$ cat src/design/streamPkg.sv
package streamPkg;

    // Lane geometry
    // 16 slots, one is always kept open by the write pointer offset
    localparam int DEPTH_LOG2 = 4;

    // Free entries at or below which a lane raises almostFull
    localparam int ALMOST_FULL_MARGIN = 4;

    // Accepted read request to dataOutValid
    // One cycle for the address register, one for the output register
    localparam int READ_LATENCY = 2;

    // Lane A payload, one sample
    typedef logic [15:0] sample_t;

    // Lane B payload, one tag
    typedef logic [7:0] tag_t;

    // Pointer into a lane memory
    // Wraps naturally at the lane depth
    typedef logic [DEPTH_LOG2-1:0] laneAddr_t;

endpackage

$ cat src/design/laneReadIf.sv
`timescale 1ns/1ps

// Read side of one FIFO lane
interface laneReadIf #(
    parameter type payload_t = logic
);

    logic     readRequest;
    logic     empty;
    payload_t dataOut;
    logic     dataOutValid;

    // FIFO side
    modport lane (
        input  readRequest,
        output empty,
        output dataOut,
        output dataOutValid
    );

    // Consumer side
    modport reader (
        output readRequest,
        input  empty,
        input  dataOut,
        input  dataOutValid
    );

endinterface

$ cat src/design/fifoLane.sv
`timescale 1ns/1ps

// Single-clock FIFO lane
module fifoLane #(
    parameter type payload_t = logic
) (
    input  logic     rdclk,
    input  logic     rst,

    // Write side
    input  logic     write,
    input  payload_t dataIn,
    output logic     almostFull,

    // Read side
    laneReadIf.lane  rd
);

    import streamPkg::*;

    laneAddr_t               writeAddr;
    laneAddr_t               readAddr;
    laneAddr_t               writesLeft;
    laneAddr_t               memReadAddr;
    logic                    isReading;
    logic [READ_LATENCY-1:0] validPipe;

    // Free slots, counting the gap in front of the read pointer
    assign writesLeft = readAddr - writeAddr;

    // Only the gap left means nothing to read
    assign rd.empty = writesLeft == laneAddr_t'((1 << DEPTH_LOG2) - 1);

    assign isReading = rd.readRequest && !rd.empty;

    // Pointers
    // Write side runs one slot ahead so the read head never sits on it
    always_ff @(posedge rdclk) begin
        if (rst) begin
            writeAddr <= laneAddr_t'(1);
            readAddr  <= '0;
        end else begin
            if (write) begin
                writeAddr <= writeAddr + 1'b1;
            end
            if (isReading) begin
                readAddr <= readAddr + 1'b1;
            end
        end
    end

    always_ff @(posedge rdclk) begin
        if (rst) begin
            almostFull <= 1'b0;
        end else begin
            almostFull <= writesLeft <= laneAddr_t'(ALMOST_FULL_MARGIN);
        end
    end

    // Valid follows the memory latency
    always_ff @(posedge rdclk) begin
        if (rst) begin
            validPipe <= '0;
        end else begin
            validPipe[0] <= isReading;
            for (int i = 1; i < READ_LATENCY; i++) begin
                validPipe[i] <= validPipe[i-1];
            end
        end
    end

    assign rd.dataOutValid = validPipe[READ_LATENCY-1];

    // Point at the last slot read when idle, keeps dataOut steady
    assign memReadAddr = isReading ? readAddr + 1'b1 : readAddr;

    laneMemory #(
        .payload_t (payload_t)
    ) laneMemory_i (
        .rdclk       (rdclk),
        .writeEnable (write),
        .writeAddr   (writeAddr),
        .dataIn      (dataIn),
        .readAddr    (memReadAddr),
        .dataOut     (rd.dataOut)
    );

    // Writer must have stopped on almostFull long before this
    noWriteWhenFull: assert property (
        @(posedge rdclk) disable iff (rst)
        write |-> writesLeft != '0
    ) else $error("fifoLane write into a full lane");

endmodule

$ cat src/design/laneMemory.sv
`timescale 1ns/1ps

// Simple dual-port memory, one write port and one read port
module laneMemory #(
    parameter type payload_t = logic
) (
    input  logic                 rdclk,

    // Write port
    input  logic                 writeEnable,
    input  streamPkg::laneAddr_t writeAddr,
    input  payload_t             dataIn,

    // Read port, two cycles from address to data
    input  streamPkg::laneAddr_t readAddr,
    output payload_t             dataOut
);

    import streamPkg::*;

    payload_t  mem [0:(1 << DEPTH_LOG2)-1];
    laneAddr_t readAddrReg;

    always_ff @(posedge rdclk) begin
        if (writeEnable) begin
            mem[writeAddr] <= dataIn;
        end
    end

    // Registered address
    always_ff @(posedge rdclk) begin
        readAddrReg <= readAddr;
    end

    // Registered output
    // Read during write returns the old word
    always_ff @(posedge rdclk) begin
        dataOut <= mem[readAddrReg];
    end

endmodule

$ cat src/design/pairCombiner.sv
`timescale 1ns/1ps

// Reads both lanes together and holds one pair for the consumer
module pairCombiner (
    input  logic               rdclk,
    input  logic               rst,

    // Lane read sides
    laneReadIf.reader          laneA,
    laneReadIf.reader          laneB,

    // Consumer side
    input  logic               pairGrab,
    output logic               pairAvailable,
    output streamPkg::sample_t pairOutA,
    output streamPkg::tag_t    pairOutB
);

    import streamPkg::*;

    logic    grab;
    logic    bothReady;
    logic    issueRead;
    logic    inFlight;

    // A grab with nothing held does nothing
    assign grab = pairGrab && pairAvailable;

    assign bothReady = !laneA.empty && !laneB.empty;

    // One read at a time
    // A second read could land on top of an unclaimed first one
    assign issueRead = bothReady && !inFlight && (!pairAvailable || grab);

    assign laneA.readRequest = issueRead;
    assign laneB.readRequest = issueRead;

    // Both lanes share the latency, so lane A's valid stands for both
    always_ff @(posedge rdclk) begin
        if (rst) begin
            inFlight <= 1'b0;
        end else if (issueRead) begin
            inFlight <= 1'b1;
        end else if (laneA.dataOutValid) begin
            inFlight <= 1'b0;
        end
    end

    // Valid and grab never meet, the slot is empty when data lands
    always_ff @(posedge rdclk) begin
        if (rst) begin
            pairAvailable <= 1'b0;
        end else if (laneA.dataOutValid) begin
            pairAvailable <= 1'b1;
        end else if (grab) begin
            pairAvailable <= 1'b0;
        end
    end

    // Held pair
    always_ff @(posedge rdclk) begin
        if (laneA.dataOutValid) begin
            pairOutA <= laneA.dataOut;
            pairOutB <= laneB.dataOut;
        end
    end

    // Lanes were read in the same cycle, so their data must land together
    validsCoincide: assert property (
        @(posedge rdclk) disable iff (rst)
        laneA.dataOutValid == laneB.dataOutValid
    ) else $error("pairCombiner lane valids out of step");

    // Held pair only changes on a grab
    holdUntilGrab: assert property (
        @(posedge rdclk) disable iff (rst)
        pairAvailable && !pairGrab |=>
            pairAvailable && $stable(pairOutA) && $stable(pairOutB)
    ) else $error("pairCombiner output changed without a grab");

endmodule

$ cat src/design/streamPairer.sv
`timescale 1ns/1ps

// Two independent write streams paired up for one consumer
module streamPairer (
    input  logic               rdclk,
    input  logic               rst,

    // Stream A, samples
    input  logic               writeA,
    input  streamPkg::sample_t dataA,
    output logic               almostFullA,

    // Stream B, tags
    input  logic               writeB,
    input  streamPkg::tag_t    dataB,
    output logic               almostFullB,

    // Paired output
    input  logic               pairGrab,
    output logic               pairAvailable,
    output streamPkg::sample_t pairOutA,
    output streamPkg::tag_t    pairOutB
);

    import streamPkg::*;

    laneReadIf #(.payload_t(sample_t)) laneAIf ();
    laneReadIf #(.payload_t(tag_t))    laneBIf ();

    // Lane A
    fifoLane #(
        .payload_t (sample_t)
    ) fifoLaneA_i (
        .rdclk      (rdclk),
        .rst        (rst),
        .write      (writeA),
        .dataIn     (dataA),
        .almostFull (almostFullA),
        .rd         (laneAIf.lane)
    );

    // Lane B
    fifoLane #(
        .payload_t (tag_t)
    ) fifoLaneB_i (
        .rdclk      (rdclk),
        .rst        (rst),
        .write      (writeB),
        .dataIn     (dataB),
        .almostFull (almostFullB),
        .rd         (laneBIf.lane)
    );

    // Lockstep reader with the held output pair
    pairCombiner pairCombiner_i (
        .rdclk         (rdclk),
        .rst           (rst),
        .laneA         (laneAIf.reader),
        .laneB         (laneBIf.reader),
        .pairGrab      (pairGrab),
        .pairAvailable (pairAvailable),
        .pairOutA      (pairOutA),
        .pairOutB      (pairOutB)
    );

endmodule

$ cat config.mk
export PLATFORM = sky130hd
export DESIGN_NAME = streamPairer
export DESIGN_NICKNAME = d
export VERILOG_FILES = /design/src/design/streamPkg.sv /design/src/design/laneReadIf.sv /design/src/design/fifoLane.sv /design/src/design/laneMemory.sv /design/src/design/pairCombiner.sv /design/src/design/streamPairer.sv
export SDC_FILE = /design/constraint.sdc
export NUM_CORES = 1
export LEC_CHECK = 0
export ABC_AREA = 1
export BUFFER_PORTS_ARGS = -buffer_cell sky130_fd_sc_hd__buf_2
export CAP_MARGIN = 10
export CORE_MARGIN = 3
export CORE_UTILIZATION = 46
export CTS_BUF_LIST = sky130_fd_sc_hd__clkbuf_2
export DETAILED_ROUTE_END_ITERATION = 12
export PLACE_DENSITY_LB_ADDON = 0.05
export SKIP_LAST_GASP = 1
export SLEW_MARGIN = 30
export SYNTH_ARGS = -nofsm -noshare
export SYNTH_HDL_FRONTEND = slang
export SYNTH_SLANG_ARGS = --single-unit
$ cat constraint.sdc
create_clock -name rdclk -period 1.8 [get_ports rdclk]
set_input_delay 0.36 -clock rdclk [delete_from_list [all_inputs] [get_ports rdclk]]
set_output_delay 0.36 -clock rdclk [all_outputs]
set_load 0.005 [all_outputs]
==> metrics.yaml, run 1 <==
fp.dieArea_um2: 41000
synth_cell_types: 32
dp_hpwl_um: 24900
start_util_pct: 46.9
tightest_slew_ps: 499
critical_path.top_delay_family: "flip-flops"
clk_latency_ps: 1010
synth_largest_area_cell: "edfxtp_1"
grt_max_degree: 65
cts-root-buf: "clkbuf_2"
crit_chain: "buf_2"
ys_warn_count: 0
synthToLayoutAreaGrowth_pct: 18.2
grt_pass1_wl_um: 66800
fin_ws_ps: -157
violations: "setup timing"
drv_slew: 0
path_clk_slew_ps: 120
ys_top_cells_by_area: "edfxtp_1, dfxtp_1, nor2_1, o21ai_0, o221ai_1"
clock-sinks: 462
timing.fmax_mhz: 511
skew_ps: 64.5
crit_arrival_ps: 1600
fin_area_um2: 21000
slew_headroom_pct: 66.7
die_h_um: 202
ys.flop_type: "edfxtp_1"
antenna_found_initial: 3
required_ps: 1440
synth.most_common_cell: "edfxtp_1"
drt_iter0_drc: 804
worstSetupPathType: "register to output pin"
crit_path_max_incr_delay_ps: 440
ys_ff_latch: 462
io_pins: 56
drt_wl_total_um: 42900
finalHoldWorstSlack_ps: 271
yosys.area.top_type_share_pct: 69.1
critPathCaptureType: "output pin"
wl_per_cell_um: 19.7
syn-num-nets: 1371
synthesis.area_um2: 17700
port_buffers: 55
start_kind: "register"
ant_nets: 0
synth.avg_cell_area_um2: 13.4
rsz0062_at_grt: "yes"
first_pass_iters: 7
overflow: 0
tritoncts: "built"
critPathMaxFanout: 1
dp_cells: 1912
yosysSeqAreaShare_pct: 75.2
cp_num_buf_inv: 1
peakVddDrop_v: 0.000792
final_cells: 2175
maxCapViolCount: 0
setup-violations-final: 31
core.rowCount: 71
finalCritPeriodShare_pct: 109
outcome: "finished with violations"
hold_class: "input port to register"
cts_max_level: 3
hold_viol: 0
track_usage_pct: 21.2
die_width_um: 202
postSynthCellCount: 1324
final_nets: 1603
slowest_stage: "edfxtp_1"
clockBufferDepth: 3
vias_per_cell: 5.29
synth-edff-count: 408
ys_async_sr_fraction_pct: 0
post_dp_cell_area_um2: 19300
synth_commonest_cells: "edfxtp_1, nor2_1, o21ai_0, nand2_1, dfxtp_1"
p_leak_nw: 7.43
drive_gt1_share_pct: 25.3
place_congestion: 0.799
coreArea_um2: 37800
drc: 0
cts_buffers: 116
n_fill_cell: 3289
period_minus_slack_ps: 1960
grt_pass1_vias: 11582
pwr_density_cell_nw_per_um2: 1290
via_count: 11514
metrics by stage:
stage          total power [mW]  utilization (%)  setup WS (ps)  setup TNS (ps)
6_report                   27.1             55.4           -157           -1330
5_1_grt                    28.9             55.4           -348           -8290
4_1_cts                    27.2             55.1           -327           -5240
3_5_place_dp               19.8             51.1           -138           -1670
3_3_place_gp               19.7             51.1          -99.7           -1060
2_1_floorplan              17.2                -          -41.0           -4800
power breakdown:
part	total, mW	internal, mW	switching [mW]	leakage, nW
Clock	6.95	2.85	4.10	0.856
Sequential	12.7	12.4	0.300	4.14
Combinational	7.38	2.60	4.78	2.43
kinds of logic (layout without fill, tap and decap cells):
kind of cell | count (synthesis) | in the layout | share of synthesized area (%)
flops | 462 | 462 | 75.2
simple gates | 382 | 384 | 8.61
compound gates | 345 | 345 | 11.6
buf+inv | 111 | 445 | 2.96
fa+ha+maj | 18 | 18 | 1.35
xor+xnor | 6 | 6 | 0.296
other cells | 0 | 4 | 0
cell usage in the layout (no fill, tap or decap), drive strengths merged, types with 4 or more instances in the layout:
cell / n
a21oi: 20
buf: 158
clkbuf: 183
clkinv: 37
dfxtp: 54
diode: 4
dlygate4sd3: 31
edfxtp: 408
ha: 16
inv: 35
nand2: 79
nand3: 31
nand4: 8
nor2: 262
o211ai: 49
o21ai: 208
o221ai: 47
o22ai: 17
worst register-to-register path, cell delays in order (launching register included):
cell     delay [ps]
dfxtp_2         330
inv_2            70
ha_4            120
inv_2            40
fa_2            550
nand3_4          80
nor2_4          100
nand3_4         140
buf_6           150
nand4_1         110
a21oi_2          70
cell type report:
cell class | count | area, µm² | share of cell area [%]
flip-flops and latches | 462 | 13400 | 63.7
diodes | 4 | 10.0 | 0.0477
repair buffers | 189 | 1660 | 7.91
multi-input cells | 753 | 4080 | 19.5
inverters | 34 | 129 | 0.615
clock buffers | 183 | 916 | 4.37
clock inverters | 39 | 179 | 0.853
well taps | 511 | 639 | 3.05
registers in the layout, summed over array words and instances (netlist names), 8 cells and up:
register,flops
pairCombiner_i.pairOutA,16
fifoLaneB_i.laneMemory_i.dataOut,8
pairCombiner_i.pairOutB,8
fifoLaneA_i.laneMemory_i.mem,256
fifoLaneB_i.laneMemory_i.mem,128
fifoLaneA_i.laneMemory_i.dataOut,16
worst paths after layout:
check | cells past startpoint | slack, ps | startpoint | endpoint
min | 2 | 270 | dataA[10] | fifoLaneA_i.laneMemory_i.mem[6][10]$_DFFE_PP_
min reg2reg | 0 | 390 | fifoLaneA_i.laneMemory_i.dataOut[3]$_DFF_P_ | pairCombiner_i.pairOutA[3]$_DFFE_PP_
max reg2reg | 10 | -80 | fifoLaneB_i.readAddr[0]$_SDFF_PP0_ | fifoLaneA_i.readAddr[0]$_SDFF_PP0_
max | 1 | -160 | pairCombiner_i.pairOutA[2]$_DFFE_PP_ | pairOutA[2]
metal layers:
layer	up-vias	part of all wire [%]	routed length (µm)	GRT usage, %
met1	5658	47	20300	31.5
li1	5472	-	-	-
met3	61	5.4	2320	4.36
met2	323	46	19700	31.8
met4	0	1.6	708	6.58
met5	-	0	0	0
repair_timing:
item,CTS,global route
hold buffers,31,0
cloned,2,0
endpoints found under the hold margin,512,0
resized for setup,27,25
endpoints found under the setup margin,45,46
pin swaps,21,12
buffers inserted,3,1
Note: power is estimated with default switching activity, not from simulation.
==> inputs of run 2 (changes only) <==
--- a/config.mk
+++ b/config.mk
@@ -13,6 +13,7 @@
 export CTS_BUF_LIST = sky130_fd_sc_hd__clkbuf_2
 export DETAILED_ROUTE_END_ITERATION = 12
 export PLACE_DENSITY_LB_ADDON = 0.05
+export SETUP_SLACK_MARGIN = 0.4
 export SKIP_LAST_GASP = 1
 export SLEW_MARGIN = 30
 export SYNTH_ARGS = -nofsm -noshare
==> run 2 against run 1 <==
The run still ends with setup timing left. Worst setup slack better by 25 ps. Core utilization is 8.1 points higher. Clock skew is 19 ps lower. Critical endpoint is now pairOutA[4]. Flip-flop and latch count did not move. Combinational power grew 76%. Final area up 15%. Highest routed layer unchanged. Routed wire length rose by 25%. First-iteration DRC count rose by 33%. Final cell count increased by 3.5%. Critical path depth unchanged. Non-clock buffer count rose by 82. Maximum frequency is 1.3% higher.
==> metrics.yaml, run 2 (same netlist as run 1, synthesis figures left out) <==
pre_cts_ws_ps: -83.0  # +55.1 ps
layout_commonest_cell: "edfxtp_1"
port_buffers: 55  # unchanged
start_util_pct: 46.9  # unchanged
cts_buffers: 117  # +0.86%
grt_max_degree: 45  # -31%
drive_gt1_share_pct: 39.2  # +14 points
multiInputGateArea_um2: 5050  # +24%
pwr_density_cell_nw_per_um2: 1380  # +6.8%
timing.fmax_mhz: 518  # +1.3%
track_usage_pct: 24.8  # +3.6 points
path_clk_slew_ps: 100  # -20 ps
slowest_stage: "edfxtp_1"
hold_class: "input port to register"
peakVddDrop_v: 0.000849  # +7.2%
fin_tns_setup_ps: -2420  # -1090 ps
slew_headroom_pct: 62.5  # -4.2 points
tritoncts: "built"
wl_per_cell_um: 23.8  # +21%
vias_per_cell: 5.62  # +6.2%
fp.dieArea_um2: 41000  # unchanged
worstSetupPathType: "register to output pin"
drv_slew: 0  # unchanged
grt_pass1_wl_um: 75700  # +13%
drt_wl_total_um: 53700  # +25%
clk_latency_ps: 1040  # +30 ps
crit_arrival_ps: 1570  # -30 ps
crit_chain: "buf_2"
skew_ps: 45.3  # -19.2 ps
final_util_pct: 63.5  # +8.1 points
violations: "setup timing"
io_pins: 56  # unchanged
rsz0062_at_grt: "yes"
fin_ws_ps: -132  # +25.4 ps
drt_iter0_drc: 1070  # +33%
setup-violations-final: 42  # +35%
drc: 0  # unchanged
cp_num_buf_inv: 1  # unchanged
largest_reg_flops: 256  # unchanged
core.rowCount: 71  # unchanged
die_h_um: 202  # unchanged
dp_hpwl_um: 24500  # -1.8%
critical_path.top_delay_family: "flip-flops"
antenna_found_initial: 2  # -1
finalCritPeriodShare_pct: 107  # -1.4 points
cts_max_level: 3  # unchanged
ant_nets: 0  # unchanged
largest_register: "fifoLaneA_i.laneMemory_i.mem"
coreArea_um2: 37800  # unchanged
final_nets: 1689  # +5.4%
seqCellArea_um2: 13400  # +0.13%
clock-sinks: 462  # unchanged
required_ps: 1440  # about the same
die_width_um: 202  # unchanged
outcome: "finished with violations"
synthToLayoutAreaGrowth_pct: 35.4
overflow: 0  # unchanged
first_pass_iters: 5  # -2
critPathMaxFanout: 1  # unchanged
start_kind: "register"
grt_pass1_vias: 12136  # +4.8%
p_leak_nw: 8.51  # +15%
period_minus_slack_ps: 1930  # -25.4 ps
largest_registers: "fifoLaneA_i.laneMemory_i.mem (256), fifoLaneB_i.laneMemory_i.mem (128)"
place_congestion: 0.756  # -5.4%
n_fill_cell: 2886  # -12%
final_cell_mix: "edfxtp_1, clkbuf_2, nor2_1"
hold_viol: 0  # unchanged
cts-root-buf: "clkbuf_2"
critPathCaptureType: "output pin"
tightest_slew_ps: 562  # +62.2 ps
maxCapViolCount: 0  # unchanged
via_count: 12654  # +9.9%
clockBufferDepth: 3  # unchanged
crit_path_max_incr_delay_ps: 410  # -30 ps
==> run 2: changes by cell type in the layout (fill, tap and decap cells not counted), moves of 17 or more <==
cell,previous run,this run
o21ai_2,0,46
buf_4,78,49
buf_6,5,38
clkbuf_16,0,17
nor2_4,2,42
clkinv_1,31,14
buf_16,0,29
nor2_1,244,188
o21ai_1,21,57
o21ai_0,187,100
nand2_1,71,51
==> run 2: path summary, 6_finish.rpt <==
kind | to | cells after the start | slack (ps) | startpoint
worst min-delay path | fifoLaneA_i.laneMemory_i.mem[2][4]$_DFFE_PP_ | 2 | 260 | dataA[4]
worst max-delay path | pairOutA[4] | 1 | -130 | pairCombiner_i.pairOutA[4]$_DFFE_PP_
worst max register to register | fifoLaneB_i.readAddr[2]$_SDFF_PP0_ | 10 | -80 | fifoLaneA_i.readAddr[0]$_SDFF_PP0_
worst min register to register | fifoLaneA_i.validPipe[1]$_SDFF_PP0_ | 2 | 390 | fifoLaneA_i.validPipe[0]$_SDFF_PP0_
==> run 2: final cells by class <==
class | instances | area share, %
tap | 511 | 2.66
inverter | 34 | 0.693
timing repair inverter | 3 | 0.120
multi-input combinational | 753 | 21.0
antenna | 6 | 0.0625
sequential | 462 | 55.7
clock inverter | 18 | 0.625
timing repair buffer | 271 | 15.1
clock buffer | 193 | 4.02
==> run 2: report_power, final <==
group / switching, mW / internal (mW)
Sequential: 0.363 / 12.4
Combinational: 7.05 / 5.90
Clock: 4.16 / 3.20
Total: 11.6 / 21.5
==> run 2: stage by stage <==
| stage | hold WS, ps | power, mW | instance area [µm²] | cells |
|---|---|---|---|---|
| after floorplan | 386 | 17.2 | 17900 | 1324 |
| after global placement | 388 | 19.5 | 19300 | 1897 |
| after detailed placement | 389 | 19.6 | 19300 | 1897 |
| after CTS | 115 | 30.5 | 22700 | 2202 |
| after global routing | 130 | 34.7 | 24000 | 2251 |
| final | 257 | 33.1 | 24000 | 2251 |
==> run 2: repair_timing <==
| item | in CTS | in global routing |
|---|---|---|
| hold endpoints to repair | 645 | 0 |
| cloned | 35 | 18 |
| pin swaps | 92 | 111 |
| gates resized for setup | 257 | 221 |
| hold buffers | 29 | 0 |
| buffers inserted | 30 | 25 |
| endpoints found under the setup margin | 446 | 422 |
==> run 2: routing by layer <==
metal	vias to the layer above	global-route usage, %	wire length (µm)
met5	-	0	0
met4	0	6.53	859
met3	78	6.38	5200
met2	611	36.9	24200
met1	6269	36.7	23400
li1	5696	-	-
